==> config.mk <==
export PLATFORM = sky130hd
export DESIGN_NAME = mos_exec_top
export DESIGN_NICKNAME = d
export VERILOG_FILES = /design/src/logic/exec_cfg_pkg.sv /design/src/logic/mos_isa_pkg.sv /design/src/logic/mos_exec_top.sv /design/src/logic/acc_status_regs.sv /design/src/logic/zp_ram.sv /design/src/logic/cycle_timer.sv /design/src/logic/exec_fsm.sv /design/src/logic/mos_alu.sv /design/src/logic/opcode_decode.sv
export SDC_FILE = /design/constraint.sdc
export NUM_CORES = 1
export LEC_CHECK = 0
export ABC_AREA = 1
export BUFFER_PORTS_ARGS = -buffer_cell sky130_fd_sc_hd__buf_4
export CORE_ASPECT_RATIO = 1.1
export CORE_MARGIN = 5
export CORE_UTILIZATION = 33
export CTS_CLUSTER_DIAMETER = 50
export CTS_CLUSTER_SIZE = 25
export DETAILED_ROUTE_END_ITERATION = 10
export HOLD_SLACK_MARGIN = 0.12
export SLEW_MARGIN = 20
export SYNTH_ARGS = -nofsm -noshare
export SYNTH_HDL_FRONTEND = slang
export SYNTH_HIERARCHICAL = 1
export SYNTH_SLANG_ARGS = --single-unit
export TNS_END_PERCENT = 30
==> constraint.sdc <==
create_clock -name clk -period 5.9 [get_ports clk]
set_input_delay 0.885 -clock clk [delete_from_list [all_inputs] [get_ports clk]]
set_output_delay 0.885 -clock clk [all_outputs]
set_load 0.01 [all_outputs]
==> src/logic/exec_cfg_pkg.sv <==
// ------------------------------
// Execute stage configuration
// Memory size, cycle costs, FSM
// and write-back encodings
// ------------------------------

package exec_cfg_pkg;

  // Zero page, address bits above ZP_ADDR_W wrap
  localparam int ZP_DEPTH  = 16;
  localparam int ZP_ADDR_W = 4;

  // Cycle costs per addressing class
  localparam int CYC_W = 3;
  localparam logic [CYC_W-1:0] CYC_SHORT = 3'd2;
  localparam logic [CYC_W-1:0] CYC_ZP    = 3'd3;
  localparam logic [CYC_W-1:0] CYC_RMW   = 3'd5;

  typedef enum logic [1:0] {IDLE, EXEC, RESP} exec_state_e;

  typedef enum logic [1:0] {DST_NONE, DST_ACC, DST_ZP} dst_e;

endpackage

==> src/logic/mos_isa_pkg.sv <==
// ------------------------------
// 6502 instruction set definitions
// Opcode bytes, ALU operations and
// status flag bit positions
// ------------------------------

package mos_isa_pkg;

  // ALU operation select
  typedef enum logic [3:0] {
    ALU_ADD, ALU_SUB, ALU_CMP, ALU_AND, ALU_OR, ALU_XOR, ALU_PASS, ALU_ASL,
    ALU_LSR, ALU_ROL, ALU_ROR, ALU_SETC, ALU_CLRC, ALU_CLRV, ALU_NOP
  } alu_op_e;

  // Status byte bit positions, N V U B D I Z C
  localparam int FLAG_N = 7;
  localparam int FLAG_V = 6;
  localparam int FLAG_U = 5;
  localparam int FLAG_B = 4;
  localparam int FLAG_D = 3;
  localparam int FLAG_I = 2;
  localparam int FLAG_Z = 1;
  localparam int FLAG_C = 0;

  // Status after reset, U and B set
  localparam logic [7:0] STATUS_RESET = 8'h30;

  // Flag groups written by instruction classes
  localparam logic [7:0] MASK_C    = 8'(1 << FLAG_C);
  localparam logic [7:0] MASK_V    = 8'(1 << FLAG_V);
  localparam logic [7:0] MASK_NZ   = 8'((1 << FLAG_N) | (1 << FLAG_Z));
  localparam logic [7:0] MASK_NZC  = MASK_NZ | MASK_C;
  localparam logic [7:0] MASK_NVZC = MASK_NZC | MASK_V;

  // Supported opcodes
  localparam logic [7:0] OP_ADC_IMM = 8'h69, OP_ADC_ZP = 8'h65;
  localparam logic [7:0] OP_SBC_IMM = 8'hE9, OP_SBC_ZP = 8'hE5;
  localparam logic [7:0] OP_AND_IMM = 8'h29, OP_AND_ZP = 8'h25;
  localparam logic [7:0] OP_ORA_IMM = 8'h09, OP_ORA_ZP = 8'h05;
  localparam logic [7:0] OP_EOR_IMM = 8'h49, OP_EOR_ZP = 8'h45;
  localparam logic [7:0] OP_CMP_IMM = 8'hC9, OP_CMP_ZP = 8'hC5;
  localparam logic [7:0] OP_LDA_IMM = 8'hA9, OP_LDA_ZP = 8'hA5;
  localparam logic [7:0] OP_STA_ZP  = 8'h85;
  localparam logic [7:0] OP_ASL_ACC = 8'h0A, OP_ASL_ZP = 8'h06;
  localparam logic [7:0] OP_LSR_ACC = 8'h4A, OP_LSR_ZP = 8'h46;
  localparam logic [7:0] OP_ROL_ACC = 8'h2A, OP_ROL_ZP = 8'h26;
  localparam logic [7:0] OP_ROR_ACC = 8'h6A, OP_ROR_ZP = 8'h66;
  localparam logic [7:0] OP_CLC = 8'h18, OP_SEC = 8'h38;
  localparam logic [7:0] OP_CLV = 8'hB8, OP_NOP = 8'hEA;

endpackage
==> src/logic/mos_exec_top.sv <==
// ------------------------------
// 6502 execute stage top
// Decoder, ALU, sequencer, timer,
// zero page and A/P registers
// ------------------------------

module mos_exec_top
  import mos_isa_pkg::*;
  import exec_cfg_pkg::*;
(
  input  logic       clk,
  input  logic       reset,
  input  logic       cmd_valid,
  output logic       cmd_ready,
  input  logic [7:0] cmd_opcode,
  input  logic [7:0] cmd_operand,
  output logic       rsp_valid,
  input  logic       rsp_ready,
  output logic [7:0] rsp_acc,
  output logic [7:0] rsp_status,
  output logic       rsp_illegal
);

  logic [7:0]       cur_opcode;
  logic [7:0]       cur_operand;
  alu_op_e          alu_op;
  logic             src_zp;
  dst_e             dst;
  logic [7:0]       flag_mask;
  logic [CYC_W-1:0] cycles;
  logic             illegal;
  logic             timer_load;
  logic             timer_done;
  logic             commit;
  logic [7:0]       zp_rd;
  logic [7:0]       alu_a;
  logic [7:0]       alu_b;
  logic [7:0]       alu_result;
  logic [7:0]       alu_flags;
  logic [7:0]       acc;
  logic [7:0]       status;

  // ------------------------------
  // Operand select and write enables
  // ------------------------------
  assign alu_b = src_zp ? zp_rd : cur_operand;
  // Memory shifts operate on the zero-page byte, everything else on A
  assign alu_a = (src_zp && (dst == DST_ZP)) ? zp_rd : acc;

  assign rsp_acc     = acc;
  assign rsp_status  = status;
  assign rsp_illegal = illegal;

  exec_fsm exec_fsm_i (
    .clk, .reset, .cmd_valid, .cmd_ready, .cmd_opcode, .cmd_operand,
    .timer_done, .timer_load, .cur_opcode, .cur_operand, .commit,
    .rsp_valid, .rsp_ready
  );

  opcode_decode opcode_decode_i (
    .opcode(cur_opcode), .alu_op, .src_zp, .dst, .flag_mask, .cycles, .illegal
  );

  cycle_timer cycle_timer_i (
    .clk, .reset, .load(timer_load), .cycles, .done(timer_done)
  );

  mos_alu mos_alu_i (
    .alu_op, .a(alu_a), .b(alu_b), .carry_in(status[FLAG_C]),
    .result(alu_result), .flags(alu_flags)
  );

  // Address wraps on the low operand bits
  zp_ram zp_ram_i (
    .clk, .reset, .addr(cur_operand[ZP_ADDR_W-1:0]),
    .wr_en(commit && (dst == DST_ZP)), .wr_data(alu_result), .rd_data(zp_rd)
  );

  acc_status_regs acc_status_regs_i (
    .clk, .reset,
    .acc_we(commit && (dst == DST_ACC)), .acc_in(alu_result),
    .flag_we(commit && !illegal), .flag_mask, .flags_in(alu_flags),
    .acc, .status
  );

endmodule

==> src/logic/acc_status_regs.sv <==
// ------------------------------
// Accumulator and status register
// Flags load under a bit mask
// ------------------------------

module acc_status_regs
  import mos_isa_pkg::*;
(
  input  logic       clk,
  input  logic       reset,
  input  logic       acc_we,
  input  logic [7:0] acc_in,
  input  logic       flag_we,
  input  logic [7:0] flag_mask,
  input  logic [7:0] flags_in,
  output logic [7:0] acc,
  output logic [7:0] status
);

  logic [7:0] acc_q;
  logic [7:0] p_q;
  // Only N V Z C are ever written
  logic [7:0] wr_mask;

  assign wr_mask = flag_mask & MASK_NVZC;
  assign acc     = acc_q;

  // U and B read as one, D and I stay clear
  always_comb begin
    status         = p_q;
    status[FLAG_U] = 1'b1;
    status[FLAG_B] = 1'b1;
    status[FLAG_D] = 1'b0;
    status[FLAG_I] = 1'b0;
  end

  always_ff @(posedge clk) begin
    if (reset) begin
      acc_q <= 8'h00;
      p_q   <= STATUS_RESET;
    end else begin
      if (acc_we) begin
        acc_q <= acc_in;
      end
      if (flag_we) begin
        p_q <= (p_q & ~wr_mask) | (flags_in & wr_mask);
      end
    end
  end

endmodule

==> src/logic/zp_ram.sv <==
// ------------------------------
// Zero-page memory, 16 bytes
// Async read, sync write
// ------------------------------

module zp_ram
  import exec_cfg_pkg::*;
(
  input  logic                 clk,
  input  logic                 reset,
  input  logic [ZP_ADDR_W-1:0] addr,
  input  logic                 wr_en,
  input  logic [7:0]           wr_data,
  output logic [7:0]           rd_data
);

  logic [7:0] mem [ZP_DEPTH];

  assign rd_data = mem[addr];

  always_ff @(posedge clk) begin
    if (reset) begin
      // Zero page starts cleared
      for (int i = 0; i < ZP_DEPTH; i++) begin
        mem[i] <= 8'h00;
      end
    end else if (wr_en) begin
      mem[addr] <= wr_data;
    end
  end

endmodule

==> src/logic/cycle_timer.sv <==
// ------------------------------
// Cycle cost timer
// Down-counter, done on the last
// execute cycle
// ------------------------------

module cycle_timer
  import exec_cfg_pkg::*;
(
  input  logic             clk,
  input  logic             reset,
  input  logic             load,
  input  logic [CYC_W-1:0] cycles,
  output logic             done
);

  logic [CYC_W-1:0] count_q;
  logic             run_q;

  assign done = run_q && (count_q == '0);

  always_ff @(posedge clk) begin
    if (reset) begin
      count_q <= '0;
      run_q   <= 1'b0;
    end else if (load) begin
      // Accept edge already counts as one cycle
      count_q <= cycles - 1'b1;
      run_q   <= 1'b1;
    end else if (run_q) begin
      if (count_q == '0) begin
        run_q <= 1'b0;
      end else begin
        count_q <= count_q - 1'b1;
      end
    end
  end

endmodule

==> src/logic/exec_fsm.sv <==
// ------------------------------
// Execute sequencer
// Accepts one instruction, waits
// its cycle cost, commits, then
// holds the response
// ------------------------------

module exec_fsm
  import exec_cfg_pkg::*;
(
  input  logic       clk,
  input  logic       reset,
  input  logic       cmd_valid,
  output logic       cmd_ready,
  input  logic [7:0] cmd_opcode,
  input  logic [7:0] cmd_operand,
  input  logic       timer_done,
  output logic       timer_load,
  output logic [7:0] cur_opcode,
  output logic [7:0] cur_operand,
  output logic       commit,
  output logic       rsp_valid,
  input  logic       rsp_ready
);

  exec_state_e state_q;
  logic [7:0]  opcode_q;
  logic [7:0]  operand_q;

  assign cmd_ready  = (state_q == IDLE);
  assign timer_load = cmd_valid && cmd_ready;
  // Single write pulse on the last execute cycle
  assign commit     = (state_q == EXEC) && timer_done;
  assign rsp_valid  = (state_q == RESP);

  // Decoder sees the incoming opcode while idle
  // so the timer loads the right cost on accept
  assign cur_opcode  = (state_q == IDLE) ? cmd_opcode : opcode_q;
  assign cur_operand = operand_q;

  // Instruction hold
  always_ff @(posedge clk) begin
    if (timer_load) begin
      opcode_q  <= cmd_opcode;
      operand_q <= cmd_operand;
    end
  end

  // ------------------------------
  // State sequence
  // ------------------------------
  always_ff @(posedge clk) begin
    if (reset) begin
      state_q <= IDLE;
    end else begin
      case (state_q)
        IDLE:    if (timer_load) state_q <= EXEC;
        EXEC:    if (timer_done) state_q <= RESP;
        RESP:    if (rsp_ready) state_q <= IDLE;
        default: state_q <= IDLE;
      endcase
    end
  end

endmodule

==> src/logic/mos_alu.sv <==
// ------------------------------
// 6502 ALU, binary mode only
// Result byte plus N V Z C for
// one operation
// ------------------------------

module mos_alu
  import mos_isa_pkg::*;
(
  input  alu_op_e    alu_op,
  input  logic [7:0] a,
  input  logic [7:0] b,
  input  logic       carry_in,
  output logic [7:0] result,
  output logic [7:0] flags
);

  // Nine-bit adder output, bit 8 is carry out
  logic [8:0] sum;
  // N and Z follow the result
  logic       nz_en;

  always_comb begin
    sum    = '0;
    result = a;
    flags  = '0;
    nz_en  = 1'b1;

    case (alu_op)
      ALU_ADD: begin
        sum    = {1'b0, a} + {1'b0, b} + 9'(carry_in);
        result = sum[7:0];
        flags[FLAG_C] = sum[8];
        // Like signs in, other sign out
        flags[FLAG_V] = (a[7] == b[7]) && (result[7] != a[7]);
      end
      ALU_SUB: begin
        // Borrow is inverted carry
        sum    = {1'b0, a} + {1'b0, ~b} + 9'(carry_in);
        result = sum[7:0];
        flags[FLAG_C] = sum[8];
        flags[FLAG_V] = (a[7] != b[7]) && (result[7] != a[7]);
      end
      ALU_CMP: begin
        // Difference for N and Z only, carry means a >= b
        sum    = {1'b0, a} + {1'b0, ~b} + 9'd1;
        result = sum[7:0];
        flags[FLAG_C] = sum[8];
      end
      ALU_AND:  result = a & b;
      ALU_OR:   result = a | b;
      ALU_XOR:  result = a ^ b;
      ALU_PASS: result = b;
      // Shifts, outgoing bit lands in C
      ALU_ASL: begin
        result = {a[6:0], 1'b0};
        flags[FLAG_C] = a[7];
      end
      ALU_LSR: begin
        result = {1'b0, a[7:1]};
        flags[FLAG_C] = a[0];
      end
      ALU_ROL: begin
        result = {a[6:0], carry_in};
        flags[FLAG_C] = a[7];
      end
      ALU_ROR: begin
        result = {carry_in, a[7:1]};
        flags[FLAG_C] = a[0];
      end
      ALU_SETC: begin
        flags[FLAG_C] = 1'b1;
        nz_en = 1'b0;
      end
      // CLC, CLV, NOP leave flags at zero
      default: nz_en = 1'b0;
    endcase

    if (nz_en) begin
      flags[FLAG_N] = result[7];
      flags[FLAG_Z] = (result == 8'h00);
    end
  end

endmodule

==> src/logic/opcode_decode.sv <==
// ------------------------------
// Opcode decoder
// Maps an opcode byte to ALU op,
// operand source, write-back,
// flag mask and cycle cost
// ------------------------------

module opcode_decode
  import mos_isa_pkg::*;
  import exec_cfg_pkg::*;
(
  input  logic [7:0]       opcode,
  output alu_op_e          alu_op,
  output logic             src_zp,
  output dst_e             dst,
  output logic [7:0]       flag_mask,
  output logic [CYC_W-1:0] cycles,
  output logic             illegal
);

  always_comb begin
    alu_op    = ALU_NOP;
    src_zp    = 1'b0;
    dst       = DST_NONE;
    flag_mask = '0;
    cycles    = CYC_SHORT;
    illegal   = 1'b0;

    // Operation select
    case (opcode)
      OP_ADC_IMM, OP_ADC_ZP: alu_op = ALU_ADD;
      OP_SBC_IMM, OP_SBC_ZP: alu_op = ALU_SUB;
      OP_CMP_IMM, OP_CMP_ZP: alu_op = ALU_CMP;
      OP_AND_IMM, OP_AND_ZP: alu_op = ALU_AND;
      OP_ORA_IMM, OP_ORA_ZP: alu_op = ALU_OR;
      OP_EOR_IMM, OP_EOR_ZP: alu_op = ALU_XOR;
      OP_LDA_IMM, OP_LDA_ZP: alu_op = ALU_PASS;
      OP_ASL_ACC, OP_ASL_ZP: alu_op = ALU_ASL;
      OP_LSR_ACC, OP_LSR_ZP: alu_op = ALU_LSR;
      OP_ROL_ACC, OP_ROL_ZP: alu_op = ALU_ROL;
      OP_ROR_ACC, OP_ROR_ZP: alu_op = ALU_ROR;
      OP_SEC:                alu_op = ALU_SETC;
      OP_CLC:                alu_op = ALU_CLRC;
      OP_CLV:                alu_op = ALU_CLRV;
      // STA passes A through untouched
      OP_STA_ZP, OP_NOP:     alu_op = ALU_NOP;
      default:               illegal = 1'b1;
    endcase

    // Zero-page reads pay one extra cycle
    case (opcode)
      OP_ADC_ZP, OP_SBC_ZP, OP_CMP_ZP, OP_AND_ZP,
      OP_ORA_ZP, OP_EOR_ZP, OP_LDA_ZP: begin
        src_zp = 1'b1;
        cycles = CYC_ZP;
      end
      // Read-modify-write on memory
      OP_ASL_ZP, OP_LSR_ZP, OP_ROL_ZP, OP_ROR_ZP: begin
        src_zp = 1'b1;
        cycles = CYC_RMW;
      end
      OP_STA_ZP: cycles = CYC_ZP;
      default: ;
    endcase

    // Write-back target and affected flags
    case (alu_op)
      ALU_ADD, ALU_SUB: begin
        dst       = DST_ACC;
        flag_mask = MASK_NVZC;
      end
      ALU_CMP: flag_mask = MASK_NZC;
      ALU_AND, ALU_OR, ALU_XOR, ALU_PASS: begin
        dst       = DST_ACC;
        flag_mask = MASK_NZ;
      end
      ALU_ASL, ALU_LSR, ALU_ROL, ALU_ROR: begin
        dst       = src_zp ? DST_ZP : DST_ACC;
        flag_mask = MASK_NZC;
      end
      ALU_SETC, ALU_CLRC: flag_mask = MASK_C;
      ALU_CLRV:           flag_mask = MASK_V;
      default:            dst = (opcode == OP_STA_ZP) ? DST_ZP : DST_NONE;
    endcase
  end

endmodule

* Word level (Yosys, flattened, before mapping) *
Memory sizes are Yosys's and may differ from the RTL's. A register that Yosys moved wholly into a read port is not among the register bits.
Index checks and enable logic that the tools add are counted.

storage, ports and cells
  register bits = 38
  bits in writable memories = 128
  bits of input ports = 20
  output and inout port bits = 19
  word-level logic and storage cells = 153
  memories = 1

cells by class
  add/sub/neg operators = 7
  eq/ne operators = 52
  muxes and demuxes = 36
  bitwise operators = 8
  reduce and logical (&&, ||, !) cells = 42

memory list
  name          depth  width  rd ports  clocked after Yosys merged registers in  wr ports  line          source
  zp_ram_i.mem  16     8      1         1                                        16        zp_ram.sv:17  logic [7:0] mem [ZP_DEPTH];

operators by type and width
  operator              number
  $pmux W8 S11          1
  $eq A8 B8 Y1 const B  9
  $eq A8 B7 Y1 const B  8
  $pmux W4 S14          1
  $eq A8 B6 Y1 const B  5
  $pmux W8 S5           1
  $mux W8               4
  $reduce_or A2 Y1      15
  $reduce_or A27 Y1     1
  $and A8 B8 Y8         3
  $eq A4 B4 Y1 const B  6
  $reduce_or A11 Y1     2
  $add A8 B8 Y9         2
  $add A9 B1 Y9         2
  $eq A4 B3 Y1 const B  4
  $eq A8 B3 Y1 const B  2
  $eq A8 B4 Y1 const B  2
  $not A8 Y8            2
  $or A8 B8 Y8          2
  $reduce_or A4 Y1      4
  $reduce_or A8 Y1      2
  $mux W1               14
  $pmux W2 S3           2
  $mux W2               5
  other kinds (26)      46

* Longest topological paths before layout *
Gate-level depths: netlist of run 1.

  depth in word-level cells = 18
  mapped depth = 35

* By module *
Netlist of run 1, hierarchy kept.

by module, submodules not included
  module           times used  cells an instance  area an instance (um^2)  sequential area each (um^2)
  zp_ram           1           705                6050.8                   3843.7
  mos_alu          1           401                2239.6                   0.0
  exec_fsm         1           56                 695.7                    520.5
  opcode_decode    1           141                613.1                    0.0
  acc_status_regs  1           69                 483.0                    240.2
  mos_exec_top     1           60                 324.1                    0.0
  cycle_timer      1           35                 231.5                    80.1

* Worst setup path after synthesis of run 1 *
No wires, ideal clock.

  path type = in2reg
  from = in cmd_opcode[0]
  to = mem zp_ram_i.mem[0][6] (data pin)
  setup time = 266 ps
  arrival = 4238 ps
  slack = 1396 ps
  stages = 30
  cell sequence = nand2_1 nand2_1 inv_1 nor2_1 nand2_1 inv_1 nand2_1 nand3_1 nor2_1 nand2_1 inv_1 buf_4 nand4_1 nand2_1 inv_1 fa_1 fa_1 inv_1 nand4_1 nand3_1 nand2_1 nand3_1 nand3_1 inv_1 nand3_1 nand2_1 inv_1 inv_1 clkbuf_1 nor2_1

RTL lines
  what                line                source
  start: declaration  mos_exec_top.sv:15  input logic [7:0] cmd_opcode,
  end: declaration    zp_ram.sv:17

==> insert_results.sql, run 1 <==
INSERT INTO impl_metrics (metric_group, metric, value, unit) VALUES
('global_routing', 'grt.busiest_layer', 'met2', ''),
('die', 'die_width', '180.6', 'um'),
('critical_path', 'max_stage_delay', '510', 'ps'),
('global_routing', 'grt_max_degree', '68', ''),
('route', 'route.detailed.drc', '0', ''),
('route', 'drt_wl_total', '29430', 'um'),
('route', 'drt-vias-per-instance', '4.824', ''),
('critical_path', 'cell_count_along_the_critical_path', '29', ''),
('route', 'drt-pass1-iter-count', '5', ''),
('power', 'power_per_cell_area', '269.0', 'nW/um^2'),
('timing', 'finClkSkew', '10.68', 'ps'),
('global_routing', 'global_route.overflow_total', '0', ''),
('clocking', 'cts.htree.levels', '4', ''),
('clocking', 'clkTransAtPathRegs', '70', 'ps'),
('global_routing', 'global_route_wire_length_before_repair', '46250', 'um'),
('clocking', 'cts_tree', 'yes', ''),
('min_path', 'hold_path_class', 'reg -> reg', ''),
('die', 'std_cell_rows', '68', ''),
('synthesis', 'yosys_warnings', '6', ''),
('synthesis', 'post_synth_inst_count', '1457', ''),
('critical_path', 'timing.critical_path.from_type', 'flip-flop', ''),
('final_layout', 'n_antenna_cell', '0', ''),
('final_layout', 'fillers', '3346', ''),
('placed_design', 'place.detailed.hpwl', '20930', 'um'),
('route', 'drt_first_iter_violations', '737', ''),
('die', 'start_util', '33.58', '%'),
('timing', 'fmax', '0.1865', 'GHz'),
('critical_path', 'cp_data_arrival_time', '5540', 'ps'),
('die', 'number_of_top_level_pins', '39', ''),
('timing', 'finalHoldViolCount', '0', ''),
('global_routing', 'grt_use_met2', '28.21', '%'),
('global_routing', 'number_of_antenna_violations_at_the_first_check_in_global_routing', '0', ''),
('timing', 'holdWs', '511.9', 'ps'),
('synthesis', 'synthesis.area_per_instance', '7.255', 'um^2'),
('die', 'placeableCoreArea', '31480', 'um^2'),
('status', 'status', 'finished clean', ''),
('timing', 'final_setup_vio_count', '0', ''),
('route', 'avgRoutedWirePerCell', '15.44', 'um'),
('clocking', 'clock_sinks', '162', ''),
('critical_path', 'crit_family', 'simple AND/OR/NAND/NOR gates', ''),
('route', 'antenna_left', '0', ''),
('clocking', 'cts_root_buffer_type', 'sky130_fd_sc_hd__clkbuf_16', ''),
('final_layout', 'storage_cell_area', '4684', 'um^2'),
('clocking', 'clock_latency', '430', 'ps'),
('critical_path', 'worst-setup-path-type', 'reg -> reg', ''),
('power', 'ir_drop', '0.1962', 'mV'),
('flow_run', 'maxCapViolations', '0', ''),
('power', 'p_leak', '5.457', 'nW'),
('global_routing', 'grtUsageTotal', '16.13', '%'),
('global_routing', 'global_route.usage.met3', '2.223', '%'),
('global_routing', 'global_route.usage.met1', '20.75', '%'),
('timing', 'final-max-slew-violation-count', '0', ''),
('timing', 'totalNegativeSetupSlack', '0', 'ps'),
('placed_design', 'i_o_buffers', '34', ''),
('critical_path', 'critical-path-top-cell-by-count', 'sky130_fd_sc_hd__inv_1', ''),
('timing', 'grt_setup_unrepaired', 'false', ''),
('clocking', 'post_cts_buffers', '0', ''),
('clocking', 'clockBufferDepth', '2', ''),
('route', 'dr_total_vias', '9194', ''),
('final_layout', 'layout-drive-gt1-share', '10.77', '%'),
('final_layout', 'area_growth_syn_to_layout', '11.43', '%'),
('timing', 'slew-limit-headroom', '39.80', '%'),
('clocking', 'cts_made_buffers', '17', ''),
('final_layout', 'num-nets-final', '1524', ''),
('critical_path', 'cp_slowest_cell', 'sky130_fd_sc_hd__fa_1', ''),
('die', 'dieArea', '35710', 'um^2'),
('timing', 'final.min_clock_period', '5362', 'ps'),
('global_routing', 'grt_pass1_vias', '8778', ''),
('critical_path', 'timing.reg2reg.worst_path_depth', '29', ''),
('critical_path', 'crit_required', '6080', 'ps'),
('final_layout', 'multi_input_area', '5086', 'um^2'),
('clocking', 'cts_hold_repair.buffers', '0', ''),
('timing', 'tightestPinTransition', '896.1', 'ps'),
('min_path', 'timing.hold.worst_path_depth', '2', ''),
('timing', 'layout_worst_path_cycle_share', '90.88', '%'),
('die', 'vertical_die_dimension', '197.7', 'um'),
('critical_path', 'cp_bufs_invs', '10', ''),
('critical_path', 'timing.critical_path.to_type', 'flip-flop', ''),
('critical_path', 'worstPathMaxFanout', '16', ''),
('synthesis', 'synthesis.area', '10570', 'um^2'),
('placed_design', 'place.gp.congestion', '0.9450', '');
-- worst paths after layout --
path	start	slack (ps)	endpoint
max	exec_fsm_i/state_q[0]$_SDFFE_PP0P_	540	zp_ram_i/mem[10][6]$_SDFFCE_PN0P_
min	cycle_timer_i/count_q[1]$_SDFFE_PP0P_	510	cycle_timer_i/count_q[1]$_SDFFE_PP0P_
max reg2reg	exec_fsm_i/state_q[0]$_SDFFE_PP0P_	540	zp_ram_i/mem[10][6]$_SDFFCE_PN0P_
min reg2reg	cycle_timer_i/count_q[1]$_SDFFE_PP0P_	510	cycle_timer_i/count_q[1]$_SDFFE_PP0P_
-- worst reg2reg max path: cells and delay by family (launching register included) --
family        cells  cell delay, ps
simple gates     17            2390
buf+inv          10            1380
fa+ha+maj         2             950
flops             1             400
-- where the power goes --
| part | switching, mW | total, mW | internal (mW) | leakage (nW) |
|---|---|---|---|---|
| Sequential | 0.0172 | 1.31 | 1.29 | 1.62 |
| Clock | 0.503 | 1.15 | 0.645 | 0.296 |
| Combinational | 0.538 | 0.713 | 0.175 | 3.54 |
| Total | 1.06 | 3.17 | 2.11 | 5.46 |
-- state kept, by name, indices dropped and copies added (netlist names), named ones only --
name,count
acc_status_regs_i/acc,8
cycle_timer_i/count_q,3
cycle_timer_i/run_q,1
exec_fsm_i/cur_operand,8
exec_fsm_i/opcode_q,8
exec_fsm_i/state_q,2
zp_ram_i/mem,128
-- layer usage --
layer	vias to the layer above	share of wire, %	wire (um)
met5	-	0	0
met4	0	2.2	660
met3	47	4.5	1318
met2	258	50	14620
met1	4271	44	12830
li1	4618	-	-
-- placed cells by master, fill, tap and decap left out, types with 2 or more instances in the layout --
cell	n
sky130_fd_sc_hd__conb_1	4
sky130_fd_sc_hd__fa_1	3
sky130_fd_sc_hd__dfxtp_1	18
sky130_fd_sc_hd__o211ai_1	3
sky130_fd_sc_hd__clkbuf_16	17
sky130_fd_sc_hd__bufinv_16	2
sky130_fd_sc_hd__o2bb2ai_1	3
sky130_fd_sc_hd__nand3b_1	4
sky130_fd_sc_hd__nor2_1	232
sky130_fd_sc_hd__o22ai_1	2
sky130_fd_sc_hd__nand2_2	17
sky130_fd_sc_hd__o21ai_0	30
sky130_fd_sc_hd__nor2_2	9
sky130_fd_sc_hd__nor2_8	2
sky130_fd_sc_hd__nand3_1	60
sky130_fd_sc_hd__a31oi_1	2
sky130_fd_sc_hd__o21ai_1	10
sky130_fd_sc_hd__nand3_2	6
sky130_fd_sc_hd__inv_6	5
sky130_fd_sc_hd__inv_2	21
sky130_fd_sc_hd__clkinvlp_4	2
sky130_fd_sc_hd__ha_1	28
sky130_fd_sc_hd__nor2_4	3
sky130_fd_sc_hd__a21oi_1	18
sky130_fd_sc_hd__nand2_1	617
sky130_fd_sc_hd__o2111ai_1	2
sky130_fd_sc_hd__buf_4	44
sky130_fd_sc_hd__inv_8	4
sky130_fd_sc_hd__nor3_2	5
sky130_fd_sc_hd__nand4_1	19
sky130_fd_sc_hd__inv_1	117
sky130_fd_sc_hd__nand2_4	8
sky130_fd_sc_hd__nor3_1	4
sky130_fd_sc_hd__o21ai_2	6
sky130_fd_sc_hd__edfxtp_1	144
-- area by class of cell --
class                      instances  area share [%]
clock buffer                      17           3.612
inverter                         138           4.398
sequential                       162           39.77
tap                              420           4.461
timing repair buffer              45           2.974
multi-input combinational       1109           43.18
clock inverter                    15           1.604
-- metrics by stage --
| step | setup WS (ps) | area [um^2] | power, mW | instances | util (%) |
|---|---|---|---|---|---|
| detailed placement | 346.4 | 11160 | 2.040 | 1874 | 35.46 |
| floorplan | 1396 | 10580 | 1.818 | 1459 | - |
| CTS | 472.7 | 11780 | 3.193 | 1906 | 37.41 |
| global route | 132.4 | 11780 | 3.313 | 1906 | 37.42 |
| global placement | 327.8 | 11160 | 2.038 | 1874 | 35.46 |
| finish | 538.1 | 11780 | 3.169 | 1906 | 37.42 |
-- timing repair --
| action | in CTS | in global routing |
|---|---|---|
| endpoints found under the setup margin | 0 | 32 |
| hold endpoints to repair | 0 | 0 |
| gates resized for setup | 0 | 1 |
Note: power is estimated with default switching activity, not from simulation.
==> inputs of run 2 (changes only) <==
Settings changed: BUFFER_PORTS_ARGS -buffer_cell sky130_fd_sc_hd__buf_4 to default, DONT_BUFFER_PORTS from default to 1.
==> run 2 against run 1 <==
Net effect: sequential share of layout area increased by 1.1 points; hold slack got worse by 6.2 ps; die area unchanged; core utilization decreased by 0.97 points; clock-buffer cell count increased by 1; cell count decreased by 1.7%; via count decreased by 2.6%; sequential power about the same; clock skew increased by 8.9 ps; largest cell class unchanged.
==> insert_results.sql, run 2 (synthesized netlist as in run 1, its figures left out) <==
INSERT INTO impl_metrics (metric_group, metric, value, unit) VALUES
('timing', 'final.min_clock_period', '5255', 'ps'),
('critical_path', 'worst-setup-path-type', 'reg -> reg', ''),
('power', 'power.combinational.fraction', '22.8', '%'),
('power', 'internal_power', '2.041', 'mW'),
('die', 'vertical_die_dimension', '197.7', 'um'),
('placed_design', 'place.gp.congestion', '0.9490', ''),
('placed_design', 'i_o_buffers', '0', ''),
('clocking', 'cts_hold_repair.buffers', '0', ''),
('die', 'dieArea', '35710', 'um^2'),
('clocking', 'cts.htree.levels', '4', ''),
('critical_path', 'cp_data_arrival_time', '5420', 'ps'),
('final_layout', 'n_antenna_cell', '0', ''),
('route', 'drt-pass1-iter-count', '6', ''),
('die', 'die_width', '180.6', 'um'),
('timing', 'fmax', '0.1903', 'GHz'),
('route', 'drt_wl_total', '28730', 'um'),
('final_layout', 'num-nets-final', '1492', ''),
('final_layout', 'stdcell_area', '11470', 'um^2'),
('status', 'status', 'finished clean', ''),
('route', 'drt_first_iter_violations', '759', ''),
('min_path', 'hold_path_class', 'reg -> reg', ''),
('min_path', 'timing.hold.worst_path_depth', '2', ''),
('critical_path', 'cp-startpoint', 'exec_fsm_i/state_q[0]$_SDFFE_PP0P_', ''),
('route', 'route.detailed.drc', '0', ''),
('critical_path', 'crit_end', 'zp_ram_i/mem[8][6]$_SDFFCE_PN0P_', ''),
('flow_run', 'maxCapViolations', '0', ''),
('critical_path', 'timing.critical_path.from_type', 'flip-flop', ''),
('clocking', 'cts_made_buffers', '17', ''),
('critical_path', 'cp_slowest_cell', 'sky130_fd_sc_hd__fa_1', ''),
('final_layout', 'regMostFlops', 'zp_ram_i/mem', ''),
('critical_path', 'reg2reg_to', 'zp_ram_i/mem[8][6]$_SDFFCE_PN0P_', ''),
('timing', 'final-max-slew-violation-count', '0', ''),
('critical_path', 'max_stage_delay', '510', 'ps'),
('final_layout', 'layout.cells.most_common', 'sky130_fd_sc_hd__nand2_1', ''),
('placed_design', 'place.detailed.hpwl', '20940', 'um'),
('timing', 'slew-limit-headroom', '39.77', '%'),
('clocking', 'clockBufferDepth', '2', ''),
('critical_path', 'worstPathMaxFanout', '16', ''),
('timing', 'grt_setup_unrepaired', 'false', ''),
('global_routing', 'grt_pass1_vias', '8591', ''),
('power', 'clock_power_share', '34.2', '%'),
('timing', 'totalNegativeSetupSlack', '0', 'ps'),
('timing', 'finalHoldViolCount', '0', ''),
('power', 'power.share.switching', '33.01', '%'),
('global_routing', 'grtUsageTotal', '15.95', '%'),
('critical_path', 'critical-path-top-cell-by-count', 'sky130_fd_sc_hd__nand2_1', ''),
('clocking', 'clkTransAtPathRegs', '60', 'ps'),
('die', 'placeableCoreArea', '31480', 'um^2'),
('die', 'start_util', '33.58', '%'),
('power', 'p_leak', '5.265', 'nW'),
('global_routing', 'number_of_antenna_violations_at_the_first_check_in_global_routing', '0', ''),
('clocking', 'clock_sinks', '162', ''),
('route', 'antenna_left', '0', ''),
('route', 'dr_total_vias', '8953', ''),
('critical_path', 'timing.critical_path.to_type', 'flip-flop', ''),
('critical_path', 'r2r_setup_slack', '640', 'ps'),
('final_layout', 'layout_common_cells', 'sky130_fd_sc_hd__nand2_1 (617), sky130_fd_sc_hd__nor2_1 (232), sky130_fd_sc_hd__edfxtp_1 (144), sky130_fd_sc_hd__inv_1 (117), sky130_fd_sc_hd__nand3_1 (60)', ''),
('placed_design', 'dpl-instance-area', '10910', 'um^2'),
('power', 'power_per_cell_area', '265.6', 'nW/um^2'),
('final_layout', 'layout-drive-gt1-share', '8.666', '%'),
('placed_design', 'dp.cells', '1842', ''),
('power', 'ir_drop', '0.1927', 'mV'),
('power', 'seqPwrFrac', '43.0', '%'),
('timing', 'finClkSkew', '19.59', 'ps'),
('route', 'avgRoutedWirePerCell', '15.33', 'um'),
('clocking', 'clock_latency', '430', 'ps'),
('clocking', 'cts_tree', 'yes', ''),
('critical_path', 'timing.reg2reg.worst_path_depth', '33', ''),
('global_routing', 'grt_max_degree', '68', ''),
('critical_path', 'crit_required', '6070', 'ps'),
('die', 'std_cell_rows', '68', ''),
('timing', 'layout_worst_path_cycle_share', '89.07', '%'),
('final_layout', 'finish.utilization', '36.44', '%'),
('timing', 'final_setup_vio_count', '0', ''),
('final_layout', 'largest_reg_flops', '128', ''),
('power', 'switchingPower', '1.006', 'mW'),
('final_layout', 'instances_no_fill', '1874', ''),
('route', 'drt-vias-per-instance', '4.777', ''),
('clocking', 'cts_root_buffer_type', 'sky130_fd_sc_hd__clkbuf_16', ''),
('die', 'number_of_top_level_pins', '39', ''),
('final_layout', 'area_growth_syn_to_layout', '8.535', '%'),
('global_routing', 'global_route_wire_length_before_repair', '45420', 'um'),
('timing', 'tightestPinTransition', '896.6', 'ps'),
('global_routing', 'global_route.overflow_total', '0', ''),
('critical_path', 'rr_startpoint', 'exec_fsm_i/state_q[0]$_SDFFE_PP0P_', '');
[run 2: how the worst min path moves through the flow]
stage	slack [ps]	to	start
3_5_place_dp	500	cycle_timer_i/count_q[1]$_SDFFE_PP0P_	cycle_timer_i/count_q[1]$_SDFFE_PP0P_
6_report	510	cycle_timer_i/count_q[1]$_SDFFE_PP0P_	cycle_timer_i/count_q[1]$_SDFFE_PP0P_
2_1_floorplan	480	cycle_timer_i/count_q[1]$_SDFFE_PP0P_	cycle_timer_i/count_q[1]$_SDFFE_PP0P_
4_1_cts	500	exec_fsm_i/state_q[0]$_SDFFE_PP0P_	reset
5_1_grt	500	exec_fsm_i/state_q[0]$_SDFFE_PP0P_	reset
3_3_place_gp	490	exec_fsm_i/state_q[1]$_SDFFE_PP0P_	exec_fsm_i/state_q[1]$_SDFFE_PP0P_
[run 2: per-layer routing]
layer / up-vias / global-route usage [%] / part of all wire (%)
met5: - / 0 / 0
met1: 4164 / 20.32 / 45
met3: 40 / 2.278 / 3.4
met4: 0 / 5.462 / 2.4
met2: 182 / 27.89 / 50
li1: 4567 / - / -
[run 2: what timing repair did]
item                                   4_1_cts  5_1_grt
buffers inserted                             0        0
resized for setup                            0        1
setup endpoints to repair                    0       30
endpoints found under the hold margin        0        0
[run 2: per-stage QoR]
stage,worst slack (ps),power (mW),hold WS [ps]
global route,137.5,3.204,500.8
global placement,579.1,2.023,493.2
floorplan,1396,1.818,475.9
finish,644.6,3.047,505.7
CTS,529.0,3.070,500.3
detailed placement,520.0,2.024,500.8
[run 2: final cells by class]
| cell class | count | area (um^2) |
|---|---|---|
| Tap cell | 420 | 525.5 |
| Fill cell | 3398 | 20010 |
| Sequential cell | 162 | 4684 |
| Inverter | 138 | 518.0 |
| Clock inverter | 14 | 131.4 |
| Timing Repair Buffer | 13 | 97.59 |
| Clock buffer | 18 | 429.2 |
| Multi-Input combinational cell | 1109 | 5086 |
[run 2: power groups by stage]
stage	sequential, mW	clock (mW)	combinational, mW
after floorplan	1.33	0	0.490
after global placement	1.33	0	0.691
after detailed placement	1.33	0	0.690
after CTS	1.31	1.07	0.693
after global routing	1.31	1.12	0.770
final	1.31	1.04	0.695
[run 2: critical path, delay by kind of cell (launching register included)]
family                     cells  cell delay [ps]
adders and majority gates      2              930
buffers and inverters         10             1360
and+or+nand+nor               21             2280
DFF                            1              400
